### src/lsu_fault_log.sv
// misalignment log for lsu_top, saturating fault counter and last faulting address
module lsu_fault_log #(
  parameter int addr_width = 12
) (
  input  logic                  clk,
  input  logic                  rst_n,
  input  logic                  fault,
  input  logic [addr_width-1:0] addr,
  output logic [7:0]            fault_count,
  output logic [addr_width-1:0] fault_addr
);

  always_ff @(posedge clk or negedge rst_n) begin
    if (!rst_n) begin
      fault_count <= '0;
      fault_addr  <= '0;
    end else if (fault) begin
      // stick at 255
      if (fault_count != 8'hff) begin
        fault_count <= fault_count + 8'd1;
      end
      fault_addr <= addr;
    end
  end

endmodule

### config.mk
export PLATFORM = sky130hd
export DESIGN_NAME = lsu_fault_log
export DESIGN_NICKNAME = d
export VERILOG_FILES = /design/src/lsu_fault_log.sv
export SDC_FILE = /design/constraint.sdc
export NUM_CORES = 1
export LEC_CHECK = 0
export BUFFER_PORTS_ARGS = -buffer_cell sky130_fd_sc_hd__buf_2
export CAP_MARGIN = 40
export CORE_MARGIN = 1
export CORE_UTILIZATION = 45
export CTS_CLUSTER_DIAMETER = 80
export DETAILED_ROUTE_END_ITERATION = 8
export PLACE_DENSITY = 0.76
export SKIP_LAST_GASP = 1
export SLEW_MARGIN = 20
export SYNTH_ARGS = -nofsm -noshare
export SYNTH_HDL_FRONTEND = slang
export SYNTH_SLANG_ARGS = --single-unit
### constraint.sdc
create_clock -name clk -period 1.65 [get_ports clk]
set_input_delay 0.165 -clock clk [delete_from_list [all_inputs] [get_ports clk]]
set_output_delay 0.165 -clock clk [all_outputs]
set_load 0.005 [all_outputs]
## Yosys cells after proc, flatten, opt, wreduce, memory -nomap -nowiden

Index checks and enable logic that the tools add are counted.
W data, S select, Z words.

- Bits in registers: 20
- Input bits: 15
- Output and inout port bits: 20

- $add $sub $neg: 1
- Equality and inequality tests: 1
- Reductions and logical operators: 1

Operators by type and width:

| kind | number |
|---|---|
| $add A8 B1 Y8 const B | 1 |
| $ne A8 B8 Y1 const B | 1 |
| $reduce_and A2 Y1 | 1 |

## Depth between registers and ports, before layout

- Depth after elaboration: 2
- Gate-level depth with buffers: 4

## Worst setup path after synthesis

OpenSTA, ideal clock, no wires.

- Path type: reg-to-reg
- Start: reg fault_count[0]
- End: reg fault_count[1]
- Arrival time: 1.195 ns
- Required time: 1.522 ns
- Path slack: 0.327 ns
- Stages on the path, launching flop included: 5
- Path buffers: 0
- Clock period less this slack: 1.323 ns
- Cell sequence: dfrtp_1 ha_1 nand3_1 o21ai_2 mux2_1

- Cells in the longest elaborated chain, start to end: 2
- Elaborated cells on any way between the ends: 3
- Those cells by class: 1 x add/sub; 1 x eq/ne; 1 x reduce/logical

Ends and longest elaborated chain:

| item | RTL line | RTL |
|---|---|---|
| start: declaration | 9 | `output logic [7:0] fault_count,` |
| start signal: assignment | 20 | `fault_count <= fault_count + 8'd1;` |
| parallel branches: the longest is 2 deep, another holds $add A8 B1 Y8 | -- |  |

Several ways; the timed one is not identified.
A chain may end at the register's enable or synchronous reset.

## Worst setup path after layout

Ends and elaborated chain as after synthesis.

==> flow_summary.ini <==
[outcome]
outcome = completed

[yosys]
syn_avg_cell_area_sq_um = 13.6
synthCells = 62
synth_area_leaders = dfrtp_1 59%, mux2_2 17%, xnor2_1 3.1%
mappedNetlistNets = 78
ys_ff_latch = 20
synth.distinct_cells = 21
yosys_warnings = 0
synth_seq_area_share = 0.594
netlist.area_leader.share = 0.594
synth_top_cell_by_area = dfrtp_1
syn_area_sq_um = 842

[clock_tree]
clock_latency_ns = 0.30
ctsRootBufferMaster = clkbuf_4
cts_buffer_depth = 2
post_cts_resized = 0
cts_tree = built
cts_max_level = 1
clkTransAtPathRegs_ns = 0.11
numCtsBuffers = 3
clkSinkCount = 20

[worst_setup_path]
critical_path_required_ns = 1.85
critPathMaxFanout = 5
cp-end-kind = flop
rr_worst_depth = 4
path_class = reg2reg
worstPathArrival_ns = 1.58
start_kind = flop

[sta]
tightest_slew_ns = 0.429
finalSetupTns_ns = 0
slew_headroom = 0.714
slew_violations = 0
period_share = 0.836
fin_worst_skew_ns = 0.00146
final-setup-viol-count = 0
timing.fmax_ghz = 0.725
fin_ws_ns = 0.271
rsz0062_at_grt = false
holdWs_ns = 0.0842
period_needed_ns = 1.38
hold_viol = 0

[drt]
remaining_drc_errors = 0
routed_wl_um = 1530
post_drt_wl_per_cell_um = 12.2
drtIter0Drc = 12
ant_nets = 0
viasPerCell = 5.00
vias = 625
firstDrtPassIters = 4

[place]
gp_congestion = 0.815
postPlaceCellArea_sq_mm = 0.00104
dp_hpwl_um = 1110
dp.cells = 120
dp_slack_ns = 0.274
io_buffer_count = 34

[global_routing]
overflow = 0
antenna_found_initial = 0
grt_pass1_vias = 570
track_usage = 0.180
grt_pass1_wl_um = 2420
grt_max_degree = 21

[floorplan]
io_pins = 35
core_sq_mm = 0.00175
initial_core_util = 0.482
num_rows = 15
die_area_sq_mm = 0.00205
die_h_um = 45.3
die_x_um = 45.3

[finish]
drive_gt1_frac = 0.540
final_common_cell = buf_2
fin_nets = 117
n_fill_cell = 148
final_cells = 125
final_area_sq_mm = 0.00110
syn_to_final_growth_pct = 31.1
num_antenna_cells = 0
final_core_util = 0.632
layout_common_cells = 34 x buf_2, 20 x dfrtp_1, 13 x mux2_2

[power_and_ir_drop]
p_switching_uw = 448
p_total_mw = 1.50
power.switching_fraction = 0.298
power_density_mw_per_mm2 = 1360
p_seq_frac = 0.491
intPower_mw = 1.05
clkPwrFrac = 0.265
p_leak_nw = 0.526
comb_power_share = 0.244
ir_drop_uv = 728

[worst_hold_path]
worstHoldPathCells = 2
hold_path_class = in2reg

[job]
drv_cap = 0
-- cell families after synthesis --
| group | Yosys count | share of synthesized area |
|---|---|---|
| XOR/XNOR | 3 | 0.0312 |
| adder cells (fa/ha/maj) | 1 | 0.0149 |
| AND/OR/NAND/NOR | 12 | 0.0847 |
| AO/OA/AOI/OAI | 9 | 0.0713 |
| multiplexers | 14 | 0.187 |
| flip-flops | 20 | 0.594 |
| buffers and inverters | 3 | 0.0163 |
-- per-layer routing --
| layer | wire [um] | track usage |
|---|---|---|
| met1 | 649 | 0.203 |
| met2 | 795 | 0.293 |
| met3 | 63 | 0.0480 |
| met4 | 21 | 0.127 |
| met5 | 0 | 0 |
-- cell usage after synthesis, drive strengths merged --
cell type and count:
a31oi 1, buf 2, o21bai 1, dfrtp 20, nor2 1, nand2 3, ha 1, and4 1
o31ai 2, o211ai 1, xnor2 3, nand4 2, inv 1, nand3 2, o21ai 1, nor2b 1
a21oi 3, and3 2, mux2 14
-- power by group through the flow --
stage                     clock network, mW  registers (mW)  logic, mW
after floorplan                           0           0.738      0.189
after global placement                    0           0.737      0.355
after detailed placement                  0           0.747      0.366
after CTS                             0.408           0.739      0.373
after global routing                  0.423           0.759      0.418
final                                 0.399           0.737      0.366
-- worst paths after layout --
path	from	endpoint	slack (ns)
max	fault_count[0]$_DFFE_PN0P_	fault_count[1]$_DFFE_PN0P_	0.27
min	addr[11]	fault_addr[11]$_DFFE_PN0P_	0.08
max reg2reg	fault_count[0]$_DFFE_PN0P_	fault_count[1]$_DFFE_PN0P_	0.27
min in group asynchronous	rst_n	fault_count[7]$_DFFE_PN0P_	0.33
max in group asynchronous	rst_n	fault_addr[8]$_DFFE_PN0P_	1.03
min reg2reg	fault_addr[1]$_DFFE_PN0P_	fault_addr[1]$_DFFE_PN0P_	0.51
-- timing repair --
item / CTS / global route
hold buffers: 1 / 0
buffers inserted: 0 / 0
endpoints found under the hold margin: 20 / 0
-- flip-flops by register name, summed over array words and instances (netlist names) --
| register | flops |
|---|---|
| fault_count | 8 |
| fault_addr | 12 |
-- cell type report --
class	instances	area, sq um	share of cell area
clock buffers	3	22.5	0.0204
clock inverters	1	30.0	0.0272
inverters	1	3.75	0.00340
multi-input cells	39	328	0.297
flip-flops and latches	20	500	0.454
well taps	25	31.3	0.0283
repair buffers	36	188	0.170
-- worst max-delay path: stages, from the launching register on --
cell and delay, ns:
dfrtp_1 0.42, ha_1 0.23, nand3_1 0.12, o21ai_2 0.17, mux2_1 0.33
(Power assumes the default switching activity.)
