## src/common/lsu_pkg.sv

```systemverilog
// shared opcode and access-size types plus decode helpers, imported by every lsu block
package lsu_pkg;

  localparam int xlen = 32;

  // load/store opcodes as presented on the request port
  typedef enum logic [2:0] {
    op_lb  = 3'd0,
    op_lh  = 3'd1,
    op_lw  = 3'd2,
    op_lbu = 3'd3,
    op_lhu = 3'd4,
    op_sb  = 3'd5,
    op_sh  = 3'd6,
    op_sw  = 3'd7
  } lsu_op_e;

  typedef enum logic [1:0] {
    width_byte = 2'd0,
    width_half = 2'd1,
    width_word = 2'd2
  } mem_width_e;

  function automatic mem_width_e op_width(lsu_op_e op);
    case (op)
      op_lb, op_lbu, op_sb: return width_byte;
      op_lh, op_lhu, op_sh: return width_half;
      default:              return width_word;
    endcase
  endfunction

  function automatic logic op_is_store(lsu_op_e op);
    return op inside {op_sb, op_sh, op_sw};
  endfunction

  // only the signed loads replicate the top bit
  function automatic logic op_is_signed(lsu_op_e op);
    return op inside {op_lb, op_lh};
  endfunction

endpackage
```

## src/lsu_agu.sv

```systemverilog
// effective address generator for lsu_ctrl, adds base and signed offset and flags misalignment
module lsu_agu #(
  parameter int addr_width = 12
) (
  input  logic [31:0]            base,
  input  logic [11:0]            offset,
  input  lsu_pkg::mem_width_e    width,
  output logic [addr_width-1:0]  addr,
  output logic                   misaligned
);
  import lsu_pkg::*;

  logic [31:0] offset_ext;
  logic [31:0] sum;

  assign offset_ext = {{20{offset[11]}}, offset};
  assign sum        = base + offset_ext;

  // byte address space of the data memory only
  assign addr = sum[addr_width-1:0];

  always_comb begin
    case (width)
      width_byte: begin
        misaligned = 1'b0;
      end
      width_half: begin
        misaligned = addr[0];
      end
      width_word: begin
        misaligned = |addr[1:0];
      end
      default: begin
        misaligned = 1'b0;
      end
    endcase
  end

endmodule

```

## config.mk

```make
export PLATFORM = sky130hd
export DESIGN_NAME = lsu_agu
export DESIGN_NICKNAME = d
export VERILOG_FILES = /design/src/common/lsu_pkg.sv /design/src/lsu_agu.sv
export SDC_FILE = /design/constraint.sdc
export NUM_CORES = 1
export LEC_CHECK = 0
export BUFFER_PORTS_ARGS = -buffer_cell sky130_fd_sc_hd__buf_2
export CORE_UTILIZATION = 25
export DETAILED_ROUTE_END_ITERATION = 10
export SLEW_MARGIN = 5
export SYNTH_ARGS = -nofsm -noshare
export SYNTH_HDL_FRONTEND = slang
export SYNTH_SLANG_ARGS = --single-unit
```

## constraint.sdc

```tcl
create_clock -name vclk -period 1.39
set_input_delay 0.0695 -clock vclk [all_inputs]
set_output_delay 0.0695 -clock vclk [all_outputs]
set_load 0.01 [all_outputs]
```

Word-level counts from Yosys, hierarchy flattened --
Cells that the tools add are included.
Operators by class: $add $sub $neg 1, multipliers 0, div/mod/pow operators 0, order comparisons 0, eq/ne operators 2, shift-type cells 0, multiplexer cells 1, bitwise gates (word level) 0, reduce and logical (&&, ||, !) cells 1
Operators with widths (count):
- adder 12 bit | 1
- equality test 2 x 1 -> 1 bit, second input constant | 1
- equality test 2 bit, second input constant | 1
- one-hot mux 1 bit (2 select lines) | 1
- OR reduction 2 bit | 1
Word-level totals: flip-flop bits (word level) 0, bits in latches 0, memory bits (writable) 0, ROM bits 0, output and inout port bits 13, logic and storage cells 5, memories kept 0

Depth between registers and ports, before layout --
depth in word-level cells 3, depth in mapped cells 8, depth with buffers taken out 8

Worst setup path after synthesis --
OpenSTA, ideal clock, no wires.
path type input-to-output, start point input port offset[6], end point output port addr[10], data arrival time 1.534 ns, data required time 1.321 ns, slack -0.213 ns, stages on the path 6, cell sequence ha_1 -> and4_1 -> a32o_1 -> a2111o_1 -> a21oi_2 -> xnor2_1
Between the ends: longest elaborated chain between the ends 1
Ends and longest elaborated chain:
- from (decl) | RTL line lsu_agu.sv:6 | input logic [11:0] offset,
- adder 12 bit | RTL line lsu_agu.sv:17 | assign sum = base + offset_ext;
- to (decl) | RTL line lsu_agu.sv:8 | output logic [addr_width-1:0] addr,
No other way between the ends.

Worst setup path after layout --
start point input port offset[0], end point output port addr[8]
The elaborated chain is that of the path after synthesis.

==> flow_metrics.env <==
export IMPL_hold_path_class="in2out"
export IMPL_ff_latch_area_um2=0
export IMPL_worst_slew_pin_slew_ns=0.312
export IMPL_diodes=0
export IMPL_globalRouteOverflowTotal=0
export IMPL_die_h_um=49.7
export IMPL_die_area_um2=2470
export IMPL_yosysUniqueCellTypes=26
export IMPL_final_util_pct=54.4
export IMPL_hpwlAfterDp_um=1340
export IMPL_drc_errors=0
export IMPL_critPathKind="in2out"
export IMPL_io_pins=59
export IMPL_rows=16
export IMPL_critPathMaxFanout=3
export IMPL_violations="negative setup slack"
export IMPL_worstPathArrival_ns=1.71
export IMPL_clock_buffers=0
export IMPL_antenna_found_initial=0
export IMPL_maxCapViolCount=0
export IMPL_cts_hold_buf=0
export IMPL_top_layer="met3"
export IMPL_cp_end_kind="primary output"
export IMPL_wl_met2_um=960
export IMPL_design_core_area_um2=2040
export IMPL_fmax_mhz=561
export IMPL_via_per_inst=4.64
export IMPL_firstDrtPassIters=4
export IMPL_synth_area_leader_cell="ha_1"
export IMPL_outcome="finished with violations"
export IMPL_post_place_ws_ns=-0.418
export IMPL_drtIter0Drc=5
export IMPL_finalNetCount=188
export IMPL_final_max_slew_viol_count=0
export IMPL_start_kind="input port"
export IMPL_multi_input_area_um2=688
export IMPL_whs_ns=0.475
export IMPL_syn_cell_area_um2=568
export IMPL_wl_um=1730
export IMPL_crit_required_ns=1.32
export IMPL_finalHoldViolCount=0
export IMPL_drt_met1_wl_um=685
export IMPL_synth_most_common_cell="ha_1"
export IMPL_grt_start_max_net_pins=6
export IMPL_fin_crit_ns=1.78
export IMPL_setup_viol=7
export IMPL_wl_met3_um=83
export IMPL_avgSynthCellArea_um2=8.35
export IMPL_grt_total_usage_pct=13.4
export IMPL_setup_tns_ns=-1.99
export IMPL_io_buffers=39
export IMPL_drtAntennaViolNets=0
export IMPL_area_growth_pct=95.4
export IMPL_final_area_um2=1110
export IMPL_fillers=212
export IMPL_synthCells=68
export IMPL_min_period_over_period_pct=128
export IMPL_placed_area_um2=1000
export IMPL_wl_per_cell_um=11.3
export IMPL_fin_ws_ns=-0.393
export IMPL_seq_cells=0
export IMPL_p_leak_nw=0.536
export IMPL_initial_core_util_pct=27.8
export IMPL_synth_top_area_share_pct=28.6
export IMPL_yosys_top_cells_area="ha_1, xnor2_1, a21oi_1"
export IMPL_vias=710
export IMPL_max_slew_margin_pct=79.2
export IMPL_syn_num_nets=128
export IMPL_finalWeightedCongestion=0.806
export IMPL_ys_seq_area_share_pct=0
export IMPL_cellPowerDensity_nw_per_um2=490
export IMPL_die_w_um=49.7
export IMPL_vdd_drop_max_mv=0.251
export IMPL_grt_pass1_vias=706
export IMPL_grt_pass1_wl_um=2710
export IMPL_synth_common_cells="ha_1, a21oi_1, xnor2_1"
export IMPL_grt_setup_unrepaired="yes"
export IMPL_synth_warnings=0
export IMPL_drive_above_1_share_pct=64.3
## through the flow
step                instances  power [mW]
floorplan                  68       0.297
global placement          150       0.487
detailed placement        150       0.494
CTS                       152       0.539
global route              153       0.594
finish                    153       0.543
## cells by family (layout without fill, tap and decap cells)
kind of cell             count (synthesis)  count (layout)  synth area share, %
AO/OA/AOI/OAI                           23              23                 33.5
AND/OR/NAND/NOR                         15              15                 15.0
adder cells (fa/ha/maj)                 14              14                 32.2
XOR/XNOR                                10              10                 15.4
buffers and inverters                    6              64                 3.96
## where the power goes
part | total [mW] | switching (mW) | leakage, nW | internal [mW]
Sequential | 0 | 0 | 0 | 0
Combinational | 0.543 | 0.245 | 0.536 | 0.298
Clock | 0 | 0 | 0 | 0
## layout by cell type, fill, tap and decap left out, types with 2 or more instances in the layout
cell type / instances
buf_2: 34
buf_4: 20
ha_4: 8
a21oi_1: 7
ha_1: 5
inv_1: 4
nor2_1: 4
xnor2_1: 4
buf_6: 4
o21a_1: 3
xnor2_2: 3
inv_2: 2
xor2_1: 2
a21oi_2: 2
nand2_1: 2
o21ai_0: 2
## cell type report
cell class / instances / area share (%)
multi-input combinational: 62 / 62.0
timing repair buffer: 58 / 32.9
inverter: 6 / 2.03
tap: 27 / 3.04
## worst paths after layout
path	start	end	slack [ns]	cells after the start
max	offset[0]	addr[8]	-0.39	10
min	base[0]	addr[0]	0.47	3
## per-layer routing
layer,vias up,GRT usage (%)
met4,0,0
met1,316,16.0
met5,-,0
li1,367,-
met2,27,27.3
met3,0,0.309
## what timing repair did
action | CTS | global route
resized for setup | 13 | 2
setup buffers | 2 | 2
endpoints found under the setup margin | 7 | 8
pin swaps | 11 | 3
## worst max-delay path, cell delays in order
cell and delay (ns):
buf_6 0.10, ha_4 0.16, inv_2 0.05, fa_2 0.19
nor2b_2 0.04, o31a_1 0.26, o21a_1 0.19, o41a_1 0.35
xor2_2 0.15, buf_2 0.14
(Power assumes the default switching activity.)
