[src/common/lsu_pkg.sv]
// shared opcode and access-size types plus decode helpers, imported by every lsu block
package lsu_pkg;

  localparam int xlen = 32;

  // load/store opcodes as presented on the request port
  typedef enum logic [2:0] {
    op_lb  = 3'd0,
    op_lh  = 3'd1,
    op_lw  = 3'd2,
    op_lbu = 3'd3,
    op_lhu = 3'd4,
    op_sb  = 3'd5,
    op_sh  = 3'd6,
    op_sw  = 3'd7
  } lsu_op_e;

  typedef enum logic [1:0] {
    width_byte = 2'd0,
    width_half = 2'd1,
    width_word = 2'd2
  } mem_width_e;

  function automatic mem_width_e op_width(lsu_op_e op);
    case (op)
      op_lb, op_lbu, op_sb: return width_byte;
      op_lh, op_lhu, op_sh: return width_half;
      default:              return width_word;
    endcase
  endfunction

  function automatic logic op_is_store(lsu_op_e op);
    return op inside {op_sb, op_sh, op_sw};
  endfunction

  // only the signed loads replicate the top bit
  function automatic logic op_is_signed(lsu_op_e op);
    return op inside {op_lb, op_lh};
  endfunction

endpackage
[src/common/mem_port_if.sv]
// memory port bundle between the access FSM and the data memory; instantiated once in the top level
interface mem_port_if #(
  parameter int addr_width = 12
);
  import lsu_pkg::*;

  logic                  en;
  logic                  we;
  mem_width_e            width;
  logic                  sign_extend;
  logic [addr_width-1:0] addr;
  logic [xlen-1:0]       wdata;
  // combinational read data
  logic [xlen-1:0]       rdata;

  modport ctrl (
    output en, we, width, sign_extend, addr, wdata,
    input  rdata
  );

  modport mem (
    input  en, we, width, sign_extend, addr, wdata,
    output rdata
  );

endinterface

[src/lsu_ctrl.sv]
// access FSM under lsu_top that latches one request, runs the memory cycle and pulses done
module lsu_ctrl #(
  parameter int addr_width = 12
) (
  input  logic                  clk,
  input  logic                  rst_n,
  input  logic                  req,
  input  lsu_pkg::lsu_op_e      op,
  input  logic [31:0]           base,
  input  logic [11:0]           offset,
  input  logic [31:0]           wdata,
  input  logic [addr_width-1:0] addr,
  input  logic                  misaligned,
  output logic [31:0]           agu_base,
  output logic [11:0]           agu_offset,
  output lsu_pkg::mem_width_e   agu_width,
  mem_port_if.ctrl              mem,
  output logic                  fault,
  output logic                  busy,
  output logic                  done,
  output logic [31:0]           rdata,
  output logic                  misaligned_out
);
  import lsu_pkg::*;

  typedef enum logic [1:0] {
    st_idle,
    st_access,
    st_resp
  } state_e;

  state_e      state_q;
  lsu_op_e     op_q;
  logic [31:0] base_q;
  logic [11:0] offset_q;
  logic [31:0] wdata_q;
  logic        in_access;
  logic        is_store;

  assign in_access = (state_q == st_access);
  assign is_store  = op_is_store(op_q);
  assign busy      = (state_q != st_idle);
  assign done      = (state_q == st_resp);
  assign fault     = in_access & misaligned;

  assign agu_base   = base_q;
  assign agu_offset = offset_q;
  assign agu_width  = op_width(op_q);

  // ############################
  // memory port
  // ############################

  assign mem.en          = in_access;
  assign mem.we          = in_access & is_store & ~misaligned;
  assign mem.width       = in_access ? agu_width : width_byte;
  assign mem.sign_extend = in_access & op_is_signed(op_q);
  assign mem.addr        = addr;
  assign mem.wdata       = wdata_q;

  always_ff @(posedge clk or negedge rst_n) begin
    if (!rst_n) begin
      state_q        <= st_idle;
      rdata          <= '0;
      misaligned_out <= 1'b0;
    end else begin
      case (state_q)
        st_idle: begin
          if (req) begin
            state_q <= st_access;
          end
        end
        st_access: begin
          state_q        <= st_resp;
          misaligned_out <= misaligned;
          // stores and faulting loads report zero
          rdata          <= (!is_store && !misaligned) ? mem.rdata : '0;
        end
        default: begin
          state_q <= st_idle;
        end
      endcase
    end
  end

  // request payload
  always_ff @(posedge clk) begin
    if (state_q == st_idle && req) begin
      op_q     <= op;
      base_q   <= base;
      offset_q <= offset;
      wdata_q  <= wdata;
    end
  end

  done_one_cycle_a: assert property (@(posedge clk) disable iff (!rst_n) done |=> !done)
    else $error("lsu_ctrl: done held longer than one cycle");

  no_accept_busy_a: assert property (@(posedge clk) disable iff (!rst_n)
    (busy && req) |=> ($stable(op_q) && $stable(base_q) && $stable(offset_q) &&
                       $stable(wdata_q)))
    else $error("lsu_ctrl: request accepted while busy");

endmodule

[src/flat_wrapper.sv]
// flat-port wrapper written by rule: the top's interface ports become plain ports
module lsu_ctrl_flat import lsu_pkg::*;
#(
  parameter int addr_width = 12
)
  (clk, rst_n, req, op, base, offset, wdata, addr, misaligned, agu_base, agu_offset, agu_width, fault, busy, done, rdata, misaligned_out, mem_en, mem_we, mem_width, mem_sign_extend, mem_addr, mem_wdata, mem_rdata);
  mem_port_if #(.addr_width(addr_width)) mem_i ();
  input  logic clk;
  input  logic rst_n;
  input  logic req;
  input  lsu_pkg::lsu_op_e op;
  input  logic [31:0] base;
  input  logic [11:0] offset;
  input  logic [31:0] wdata;
  input  logic [addr_width-1:0] addr;
  input  logic misaligned;
  output logic [31:0] agu_base;
  output logic [11:0] agu_offset;
  output lsu_pkg::mem_width_e agu_width;
  output logic fault;
  output logic busy;
  output logic done;
  output logic [31:0] rdata;
  output logic misaligned_out;
  output wire logic [$bits(mem_i.en)-1:0] mem_en;
  output wire logic [$bits(mem_i.we)-1:0] mem_we;
  output wire logic [$bits(mem_i.width)-1:0] mem_width;
  output wire logic [$bits(mem_i.sign_extend)-1:0] mem_sign_extend;
  output wire logic [$bits(mem_i.addr)-1:0] mem_addr;
  output wire logic [$bits(mem_i.wdata)-1:0] mem_wdata;
  input wire logic [$bits(mem_i.rdata)-1:0] mem_rdata;
  assign mem_en = mem_i.en;
  assign mem_we = mem_i.we;
  assign mem_width = mem_i.width;
  assign mem_sign_extend = mem_i.sign_extend;
  assign mem_addr = mem_i.addr;
  assign mem_wdata = mem_i.wdata;
  assign mem_i.rdata = mem_rdata;
  lsu_ctrl #(.addr_width(addr_width)) u_core (.clk(clk), .rst_n(rst_n), .req(req), .op(op), .base(base), .offset(offset), .wdata(wdata), .addr(addr), .misaligned(misaligned), .agu_base(agu_base), .agu_offset(agu_offset), .agu_width(agu_width), .mem(mem_i), .fault(fault), .busy(busy), .done(done), .rdata(rdata), .misaligned_out(misaligned_out));
endmodule
[config.mk]
export PLATFORM = sky130hd
export DESIGN_NAME = lsu_ctrl_flat
export DESIGN_NICKNAME = d
export VERILOG_FILES = /design/src/common/lsu_pkg.sv /design/src/common/mem_port_if.sv /design/src/lsu_ctrl.sv /design/src/flat_wrapper.sv
export SDC_FILE = /design/constraint.sdc
export NUM_CORES = 1
export LEC_CHECK = 0
export ABC_AREA = 1
export BUFFER_PORTS_ARGS = -buffer_cell sky130_fd_sc_hd__buf_4
export CORE_MARGIN = 2
export CORE_UTILIZATION = 32
export CTS_BUF_LIST = sky130_fd_sc_hd__clkbuf_8
export DETAILED_ROUTE_END_ITERATION = 8
export PLACE_DENSITY = 0.72
export SYNTH_ARGS = -nofsm -noshare
export SYNTH_HDL_FRONTEND = slang
export SYNTH_SLANG_ARGS = --single-unit
[constraint.sdc]
create_clock -name clk -period 4.65 [get_ports clk]
set_input_delay 0.2325 -clock clk [delete_from_list [all_inputs] [get_ports clk]]
set_output_delay 0.2325 -clock clk [all_outputs]
set_load 0.05 [all_outputs]
-- Yosys cells after proc, flatten, opt, wreduce, memory -nomap -nowiden
Index checks and enable logic that the tools add are counted.
- input port bits: 127
- word-level logic and storage cells: 37
- register bits after elaboration: 114
- output and inout port bits: 131
- reductions and logical operators: 11
- equal/unequal tests: 9
- bitwise gates (word level): 5
- multiplexer cells: 5
- operator list (kind ; count):
    32-bit two-way mux ; 1
    3-bit == test (second input constant) ; 4
    2-bit one-hot mux with 2 select lines ; 2
    3-bit OR reduction ; 2
    1-bit bitwise AND ; 4
    2-bit two-way mux ; 2
    2-bit nonzero test ; 2
    3-bit by 1-bit == test with 1-bit output (second input constant) ; 1
    3-bit by 2-bit == test with 1-bit output (second input constant) ; 1
    3-bit zero test ; 1
    3-bit nonzero test ; 1
    2-bit by 1-bit == test with 1-bit output (second input constant) ; 1
    2-bit == test (second input constant) ; 1
    1-bit logical AND ; 2
    1-bit zero test ; 2
    2-bit zero test ; 1
    2-bit inequality test (second input constant) ; 1
    1-bit NOT ; 1

-- Depth between registers and ports, before layout
Gate-level depths: netlist (run 1).
- word-level depth: 5
- gate-level depth with buffers: 6
- gate-level depth less buffers: 5

-- Worst setup path after synthesis (run 1)
No wires, ideal clock.
- kind: register -> register
- from: register u_core.state_q[0]
- to: register u_core.base_q[0], in the netlist u_core.agu_base[0], enable pin
- data arrival time: 4.175 ns
- setup slack: -0.042 ns
- cell stages (with the launch flop): 3
- library setup time: 0.517 ns
- required time: 4.133 ns
- clock period less this slack: 4.692 ns
- buffers on the path: 0
- path through: dfrtp_1 or2_2 nor2_1
- word-level cells in the longest chain between the ends: 2
- ends and longest elaborated chain (what ; line ; text):
    start, declared ; lsu_ctrl.sv:32 ; state_e state_q;
    start signal, assigned ; lsu_ctrl.sv:63 ; state_q <= st_idle;
    start signal, assigned ; lsu_ctrl.sv:70 ; state_q <= st_access;
    start signal, assigned ; lsu_ctrl.sv:74 ; state_q <= st_resp;
    2-bit zero test ; lsu_ctrl.sv:88 ; if (state_q == st_idle && req) begin
    1-bit logical AND ; lsu_ctrl.sv:88 ;
    end signal, assigned ; lsu_ctrl.sv:90 ; base_q <= base;
    end, declared ; lsu_ctrl.sv:34 ; logic [31:0] base_q;
Every way passes these cells.
A chain may end at the register's enable or synchronous reset.

-- Worst setup path after layout (run 1)
- from: register u_core.op_q[0]
- to: output mem_we
- word-level cells in the longest chain between the ends: 4
- elaborated cells between the ends (all ways): 6
- classes of those cells: eq/ne: 3; bitwise: 2; reduce/logical: 1
- ends and longest elaborated chain (what ; line ; text):
    start, declared ; lsu_ctrl.sv:33 ; lsu_op_e op_q;
    start signal, assigned ; lsu_ctrl.sv:89 ; op_q <= op;
    3-bit == test ; lsu_pkg.sv:33 ; return op inside {op_sb, op_sh, op_sw};
    3-bit nonzero test * ; lsu_pkg.sv:33 ;
    1-bit bitwise AND * (2 in series) ; lsu_ctrl.sv:55 ; assign mem.we = in_access & is_store & ~misaligned;
    end, declared ; flat_wrapper.sv:26 ; output wire logic [$bits(mem_i.we)-1:0] mem_we;
Mark *: on every way between the ends. The rest lies on a longest branch, timed or not.

==> results of run 1 <==
==> what timing repair did <==
item | in CTS | in global routing
resized for setup | 0 | 0
endpoints found under the setup margin | 0 | 0
endpoints found under the hold margin | 139 | 0
hold buffers | 105 | 0
==> metrics by stage <==
stage	total power, W	area [µm²]	util (%)	setup slack, ps	hold WS, ps
floorplan	0.00185	4030	-	1300	-63.1
detailed placement	0.00211	5800	47.7	2510	218
finish	0.00300	7210	59.3	2430	41.6
global placement	0.00209	5800	47.7	2580	206
CTS	0.00302	7210	59.3	2380	0.413
global route	0.00313	7210	59.3	2250	5.41
==> registers in the layout (all words and copies together), names as in the netlist <==
| register | cells |
|---|---|
| u_core.agu_offset | 12 |
| u_core.misaligned_out | 1 |
| u_core.mem.wdata | 32 |
| u_core.op_q | 3 |
| u_core.rdata | 32 |
| u_core.agu_base | 32 |
| u_core.state_q | 2 |
==> layout make-up <==
type	instances	share of cell area, %
timing repair buffer	339	39.0
inverter	8	0.417
tap	168	2.92
clock inverter	15	1.67
multi-input combinational	116	7.74
sequential	114	45.1
clock buffer	17	3.25
==> final timing paths <==
path,slack [ps],start,endpoint,depth (start not counted)
max,2430,u_core.op_q[0],mem_we,3
min,40,mem_rdata[13],u_core.rdata[13],3
max reg2reg,2440,u_core.state_q[0],u_core.agu_base[25],3
min reg2reg,490,u_core.rdata[1],u_core.rdata[1],2
max in group asynchronous,4000,rst_n,u_core.rdata[7],2
min in group asynchronous,330,rst_n,u_core.rdata[18],2
==> cells by family after synthesis <==
| family | Yosys count |
|---|---|
| buf+inv | 30 |
| compound gates | 2 |
| flops | 114 |
| simple gates | 114 |
==> placed cells by master, fill, tap and decap left out <==
| cell type | instances |
|---|---|
| inv_6 | 1 |
| clkinv_2 | 5 |
| inv_1 | 8 |
| clkinv_1 | 1 |
| clkbuf_8 | 17 |
| buf_4 | 234 |
| nand2_1 | 68 |
| nor2_8 | 1 |
| nor2_1 | 6 |
| dfrtp_1 | 35 |
| clkinvlp_4 | 3 |
| nor3_1 | 3 |
| nor2_4 | 1 |
| inv_2 | 1 |
| clkinv_4 | 3 |
| bufinv_16 | 1 |
| a21oi_1 | 1 |
| edfxtp_1 | 79 |
| nand2_4 | 1 |
| nand3_1 | 27 |
| nand3_2 | 6 |
| or2_2 | 1 |
| dlygate4sd3_1 | 105 |
| o21ai_4 | 1 |
==> metal layers <==
metal | global-route usage (%) | up-vias | wire length [µm]
met3 | 7.01 | 38 | 753
met2 | 36.2 | 149 | 7360
met4 | 10.5 | 0 | 427
met1 | 19.0 | 1600 | 4460
li1 | - | 1558 | -
met5 | 0 | - | 0
==> tightest hold or removal path, stage by stage <==
cell     delay (ps)
buf_4            80
nand3_1          70
nand2_1          60
==> where the power goes <==
group	switching (W)	internal [W]
Combinational	0.000599	0.000292
Sequential	0.0000555	0.00122
Clock	0.000420	0.000415
Total	0.00108	0.00193
==> results.py, run 1 <==
metrics = {
    "cells_and_area": {
        "area_growth_pct": 79.2,
        "drive_above_1_share_pct": 45.3,
        "fillers": 921,
        "fin_cells": 777,
        "regArea_mm2": 0.00325,
        "multiInputGateArea_um2": 558,
        "n_antenna_cell": 0,
        "nets": 723,
    },
    "clock_tree": {
        "cts_setup_buffers": 0,
        "htree_num_levels": 4,
        "cts_buffer_depth": 2,
        "cts_tree": "yes",
        "clkSlewWorstSetupHoldPaths_ps": 70,
        "numCtsBuffers": 17,
        "clock_sinks": 114,
        "clockRootBuffer": "clkbuf_8",
        "clk-insertion-delay-late_ps": 440,
    },
    "logic_synthesis": {
        "synthXorXnorAreaFrac_pct": 0,
        "synth-main-ff-cell": "edfxtp_1",
        "synth_top_family_by_area": "simple AND/OR/NAND/NOR gates",
        "synth_fa_ha_area_share_pct": 0,
        "yosysTopAreaCell": "edfxtp_1",
        "syn_area_mm2": 0.00402,
        "synth.net_count": 387,
        "yosysUniqueCellTypes": 18,
        "synthArstFlopShare_pct": 30.7,
        "ys_ff_latch": 114,
        "ys_seq_area_share_pct": 80.7,
        "synth-simple-area-share_pct": 13.2,
        "synth_cells": 260,
        "synth_mux_area_share_pct": 0,
        "synth-compound-area-share_pct": 0.529,
        "yosys-top-cells-count": "edfxtp_1 (79), nand2_1 (68), dfrtp_1 (35)",
        "yosysWarningCount": 0,
        "yosysTopAreaCellShare_pct": 59.0,
        "synthTopCellsByArea": "edfxtp_1 (59%), dfrtp_1 (22%), nand2_1 (6.3%)",
        "avgSynthCellArea_um2": 15.5,
        "synth_edf_count": 79,
        "synth.most_common_cell": "edfxtp_1",
    },
    "place": {
        "globalplace.congestion": 0.784,
        "dp_cells": 640,
        "hpwl_um": 7910,
        "portBuffers": 233,
    },
    "route": {
        "drt_pass1_iterations": 6,
        "finalWirelength_um": 13000,
        "drc": 0,
        "vias": 3345,
        "ant_nets": 0,
        "first_iter_violations": 218,
        "avgViaCountPerCell": 4.31,
        "wire_per_inst_um": 16.7,
    },
    "grt": {
        "grtUsageTotal_pct": 19.6,
        "grt-ovfl-total": 0,
        "antenna_found_initial": 0,
        "grt_pass1_vias": 3529,
        "grt_max_degree": 71,
        "grt_pass1_wl_um": 19000,
    },
    "critical_path": {
        "crit_path_end_kind": "output pin",
        "critical_path_arrival_ps": 1990,
        "crit_type": "reg -> out",
        "slowest_stage": "o21ai_4",
        "critPathMaxFanout": 33,
        "crit_buf_inv": 1,
        "cp_slowest_stage_delay_ps": 770,
        "critical_path.top_delay_family": "compound AO/OA/AOI/OAI gates",
        "required_ps": 4420,
        "crit_path_start_kind": "register",
        "path_cells": "o21ai_4 > nor3_1 > buf_4",
    },
    "flow_run": {
        "max_cap_viol_count": 0,
    },
    "timing": {
        "finalSetupViolCount": 0,
        "rsz0062_at_grt": "false",
        "hold_violations": 0,
        "setup_tns_ps": 0,
        "relSlewSlack_pct": 38.2,
        "drv_slew": 0,
        "fin_crit_ps": 2220,
        "fmax_ghz": 0.450,
        "finalCritPeriodShare_pct": 47.7,
        "finClkSkew_ps": 9.33,
        "worst_pin_slew_ps": 923,
    },
    "floorplanning": {
        "fp-row-count": 40,
        "core_area_mm2": 0.0122,
        "die_h_um": 116,
        "pin_count": 258,
        "dieArea_mm2": 0.0135,
        "dieWidth_um": 116,
        "start_util_pct": 33.1,
    },
    "power_and_ir_drop": {
        "powerDensity_mw_per_mm2": 417,
        "irDropWorstVdd_uv": 259,
        "p_leak_nw": 3.34,
    },
    "outcome": {
        "status": "finished clean",
    },
    "worst_hold_path": {
        "hold_path.class": "in -> reg",
    },
}
Note: power is estimated with default switching activity, not from simulation.
==> run 2, diff against run 1 <==
ABC_AREA = 0   (was 1)
PLACE_DENSITY = 0.7   (was 0.72)
clock period = 2.3 ns   (was 4.65 ns; I/O delays follow)
==> results.py, run 2 <==
metrics = {
    "clock_tree": {
        "cts_tree": "yes",
        "cts_buffer_depth": 2,
        "cts_setup_buffers": 0,
        "clkSlewWorstSetupHoldPaths_ps": 70,
        "numCtsBuffers": 17,
        "clk-insertion-delay-late_ps": 430,
        "clock_sinks": 114,
        "htree_num_levels": 4,
        "cts_resized": 0,
        "clockRootBuffer": "clkbuf_8",
    },
    "logic_synthesis": {
        "synth.most_common_cell": "edfxtp_1",
        "synth.net_count": 316,
        "yosysTopAreaCellShare_pct": 60.7,
        "ys_ff_latch": 114,
        "avgSynthCellArea_um2": 20.7,
        "synth_edf_count": 79,
        "yosysWarningCount": 0,
        "synthTopCellsByArea": "edfxtp_1 (61%), dfrtp_1 (22%), a32o_1 (7.9%)",
        "synth_cells": 189,
        "yosysTopAreaCell": "edfxtp_1",
        "ys_seq_area_share_pct": 83.2,
        "synthArstFlopShare_pct": 30.7,
        "yosysUniqueCellTypes": 24,
        "yosys-top-cells-count": "edfxtp_1 (79), dfrtp_1 (35), a32o_1 (31)",
        "synth-main-ff-cell": "edfxtp_1",
        "syn_area_mm2": 0.00391,
    },
    "route": {
        "drt_pass1_iterations": 4,
        "finalWirelength_um": 11900,
        "first_iter_violations": 238,
        "wire_per_inst_um": 17.1,
        "vias": 3129,
        "drc": 0,
        "ant_nets": 0,
        "avgViaCountPerCell": 4.50,
    },
    "critical_path": {
        "critical_path.top_delay_family": "simple AND/OR/NAND/NOR gates",
        "path_cells": "nand2b_4 > inv_2 > and3_1 > buf_4",
        "slowest_stage": "dfrtp_1",
        "crit_path_start_kind": "register",
        "crit_buf_inv": 2,
        "crit_type": "reg -> out",
        "crit_path_end_kind": "output pin",
        "critPathMaxFanout": 38,
        "critical_path_arrival_ps": 1880,
        "cp_slowest_stage_delay_ps": 430,
        "required_ps": 2180,
    },
    "power_and_ir_drop": {
        "p_leak_nw": 3.18,
        "powerDensity_mw_per_mm2": 850,
        "irDropWorstVdd_uv": 502,
        "finalPower_w": 0.00612,
    },
    "floorplanning": {
        "fp-row-count": 40,
        "dieArea_mm2": 0.0131,
        "pin_count": 258,
        "start_util_pct": 32.7,
        "dieWidth_um": 114,
        "die_h_um": 114,
        "core_area_mm2": 0.0120,
    },
    "place": {
        "portBuffers": 233,
        "globalplace.congestion": 0.746,
        "hpwl_um": 7110,
        "place_area_mm2": 0.00570,
        "dp_slack_ps": 501,
    },
    "timing": {
        "setup_tns_ps": 0,
        "fin_crit_ps": 1990,
        "fmax_ghz": 0.502,
        "finalCritPeriodShare_pct": 86.7,
        "fin_ws_ps": 306,
        "finalSetupViolCount": 0,
        "worst_pin_slew_ps": 1220,
        "relSlewSlack_pct": 18.4,
        "hold_violations": 0,
        "rsz0062_at_grt": "false",
        "drv_slew": 0,
        "finClkSkew_ps": 7.73,
    },
    "outcome": {
        "status": "finished clean",
    },
    "cells_and_area": {
        "area_growth_pct": 84.5,
        "fillers": 845,
        "drive_above_1_share_pct": 50.1,
        "nets": 663,
        "finish.utilization_pct": 60.2,
        "layout_commonest_cell": "buf_4",
        "final_cell_mix": "buf_4 (235), dlygate4sd3_1 (114), edfxtp_1 (79), dfrtp_1 (35), a32o_1 (31)",
        "n_antenna_cell": 0,
        "postLayoutCellArea_mm2": 0.00721,
    },
    "grt": {
        "grtUsageTotal_pct": 18.0,
        "grt_pass1_wl_um": 17500,
        "grt_max_degree": 49,
        "antenna_found_initial": 0,
        "grt_pass1_vias": 3418,
        "grt-ovfl-total": 0,
    },
    "worst_hold_path": {
        "hold_path.class": "in -> async",
    },
    "flow_run": {
        "max_cap_viol_count": 0,
    },
}
run 2: changes by cell type after synthesis, moves of 2 or more:
cell     delta
inv_1       -5
nor2_1      -5
nand3_2     -6
and2_1      +2
buf_4       +2
nand2_1    -67
a32o_1     +31
nand3_1    -27
run 2: kinds of logic after synthesis:
| family | Yosys count | share of synthesized area [%] |
|---|---|---|
| compound gates | 34 | 8.58 |
| xor+xnor | 1 | 0.224 |
| buf+inv | 25 | 5.12 |
| flops | 114 | 83.2 |
| mux | 1 | 0.288 |
| simple gates | 14 | 2.63 |
run 2: cell type report:
class                      instances  area [µm²]  area share (%)
clock buffer                      17         234            3.25
multi-input combinational         50         468            6.49
timing repair buffer             350        2930            40.6
inverter                           3        11.3           0.156
clock inverter                    15         135            1.88
sequential                       114        3250            45.1
tap                              147         184            2.55
run 2: repair_timing:
action,4_1_cts,5_1_grt
hold buffers,114,0
endpoints found under the hold margin,148,0
endpoints found under the setup margin,0,0
run 2: final timing paths:
kind,start,to,slack (ps),depth (start not counted)
worst max-delay path,u_core.state_q[1],mem_width[1],310,4
worst min-delay path,rst_n,u_core.rdata[24],210,2
worst max register to register,u_core.state_q[0],u_core.rdata[1],480,2
worst min register to register,u_core.rdata[1],u_core.rdata[1],490,1
max in group asynchronous,rst_n,u_core.misaligned_out,1770,2
min in group clk,addr[11],mem_addr[11],230,0
run 2: worst register-to-register path, stage by stage (launching register included):
cell and delay, ps:
dfrtp_1 430, nor3b_4 1020, a32o_2 320
run 2: layer usage:
layer  GRT usage, %  routed length [µm]
met2           31.8                6200
met5              0                   0
met4           7.80                 256
met3           8.15                1140
met1           18.3                4310
run 2: where the power goes:
part | internal, W | switching [W] | total (W) | leakage (nW)
logic | 0.000647 | 0.00117 | 0.00182 | 1.79
clock network | 0.000858 | 0.000868 | 0.00173 | 0.176
registers | 0.00247 | 0.000111 | 0.00258 | 1.21
run 2: metrics by stage:
stage,cells,hold slack [ps]
2_1_floorplan,189,-181
3_3_place_gp,550,79.4
3_5_place_dp,550,93.7
4_1_cts,696,155
5_1_grt,696,211
6_report,696,215
==> run 3, diff against run 2 <==
REMOVE_ABC_BUFFERS = 1   (was default)
==> results.py, run 3 (synthesis gave the netlist of run 2 again) <==
metrics = {
    "route": {
        "wire_per_inst_um": 17.4,
        "drc": 0,
        "drt_pass1_iterations": 4,
        "vias": 3167,
        "finalWirelength_um": 12100,
        "first_iter_violations": 220,
        "avgViaCountPerCell": 4.56,
        "ant_nets": 0,
    },
    "critical_path": {
        "required_ps": 2660,
        "path_cells": "nor3b_4 > a32o_2",
        "timing.rr.end": "u_core.rdata[1]",
        "reg2reg_slack_ps": 470,
        "crit_type": "reg -> reg",
        "crit_path_end_kind": "register",
        "cp_slowest_stage_delay_ps": 1000,
        "r2r-start": "u_core.state_q[1]",
        "reg2regPathDepth": 2,
        "critPathMaxFanout": 32,
        "slowest_stage": "nor3b_4",
        "crit_path_start_kind": "register",
        "critical_path_arrival_ps": 2190,
    },
    "grt": {
        "grtUsageTotal_pct": 18.6,
        "grt_pass1_vias": 3497,
        "grt_max_degree": 80,
        "grt-ovfl-total": 0,
        "grt_pass1_wl_um": 17900,
        "antenna_found_initial": 1,
    },
    "clock_tree": {
        "cts_buffer_depth": 2,
        "cts_setup_buffers": 0,
        "clk-insertion-delay-late_ps": 430,
        "cts_resized": 0,
        "cts_tree": "yes",
        "numCtsBuffers": 17,
        "clkSlewWorstSetupHoldPaths_ps": 70,
        "clock_sinks": 114,
        "clockRootBuffer": "clkbuf_8",
        "htree_num_levels": 4,
    },
    "flow_run": {
        "max_cap_viol_count": 0,
    },
    "floorplanning": {
        "core_area_mm2": 0.0120,
        "pin_count": 258,
        "die_h_um": 114,
        "dieArea_mm2": 0.0131,
        "dieWidth_um": 114,
        "fp-row-count": 40,
        "start_util_pct": 32.7,
    },
    "power_and_ir_drop": {
        "powerDensity_mw_per_mm2": 862,
        "p_leak_nw": 3.19,
        "finalPower_w": 0.00621,
        "irDropWorstVdd_uv": 543,
    },
    "cells_and_area": {
        "layout_commonest_cell": "buf_4",
        "final_cell_mix": "buf_4 (234), dlygate4sd3_1 (114), edfxtp_1 (79), dfrtp_1 (35), a32o_1 (31)",
        "nets": 662,
        "fin_cells": 695,
        "drive_above_1_share_pct": 49.2,
        "finish.utilization_pct": 60.3,
        "area_growth_pct": 84.6,
    },
    "timing": {
        "finClkSkew_ps": 8.10,
        "relSlewSlack_pct": 18.0,
        "hold_violations": 0,
        "drv_slew": 0,
        "setup_tns_ps": 0,
        "finalSetupViolCount": 0,
        "fmax_ghz": 0.547,
        "finalCritPeriodShare_pct": 79.5,
        "rsz0062_at_grt": "false",
        "fin_crit_ps": 1830,
        "worst_pin_slew_ps": 1230,
        "fin_hold_ws_ps": 214,
    },
    "place": {
        "portBuffers": 233,
        "hpwl_um": 7630,
        "dp_cells": 549,
        "globalplace.congestion": 0.703,
    },
    "worst_hold_path": {
        "hold_path.class": "in -> async",
    },
    "outcome": {
        "status": "finished clean",
    },
}
-- run 3: cell types whose count changed in the layout (fill, tap and decap cells not counted), sizes merged --
cell	before	now
clkinvlp	4	0
clkinv	7	11
buf	236	235
bufinv	1	3
inv	6	3
diode	0	1
-- run 3: per-stage QoR --
stage          area, µm²  setup slack [ps]
2_1_floorplan       3720             -2420
3_3_place_gp        5690               545
3_5_place_dp        5690               451
4_1_cts             7210               437
5_1_grt             7210               298
6_report            7210               471
-- run 3: per-layer routing --
| layer | vias to the layer above | share of wire (%) | global-route usage (%) |
|---|---|---|---|
| met1 | 1523 | 33 | 17.5 |
| met4 | 2 | 2.8 | 9.51 |
| met3 | 35 | 10 | 10.2 |
| li1 | 1437 | - | - |
| met2 | 170 | 53 | 31.8 |
| met5 | - | 0.79 | 5.49 |
-- run 3: cell type report --
type,count,area [µm²]
clock inverters,14,146
well taps,147,184
fillers,850,4750
multi-input cells,50,465
inverters,3,11.3
diodes,1,2.50
clock buffers,17,234
flip-flops and latches,114,3250
repair buffers,349,2920
-- run 3: critical path, delay by kind of cell, from the launching register on --
| kind | cells | cell delay [ps] |
|---|---|---|
| AOI/OAI and AO/OA | 1 | 320 |
| DFF | 1 | 420 |
| and+or+nand+nor | 1 | 1000 |
-- run 3: what timing repair did --
item / CTS / global route
hold buffers: 114 / 0
hold endpoints to repair: 148 / 0
setup endpoints to repair: 0 / 0
-- run 3: where the power goes --
group          switching [W]  internal, W  leakage (nW)
sequential          0.000111      0.00247          1.21
clock               0.000782      0.00104         0.196
combinational        0.00117     0.000642          1.78
total                0.00206      0.00415          3.19
-- run 3: worst max path at each step --
| stage | start | to | slack, ps | cells after the start |
|---|---|---|---|---|
| 3_5_place_dp | u_core.state_q[1] | u_core.rdata[1] | 450 | 2 |
| 3_3_place_gp | u_core.state_q[1] | u_core.rdata[1] | 540 | 2 |
| 2_1_floorplan | u_core.state_q[1] | u_core.agu_base[0] | -2420 | 2 |
| 5_1_grt | u_core.state_q[1] | u_core.rdata[1] | 300 | 2 |
| 6_report | u_core.state_q[1] | u_core.rdata[1] | 470 | 2 |
| 4_1_cts | u_core.state_q[1] | mem_width[1] | 440 | 4 |
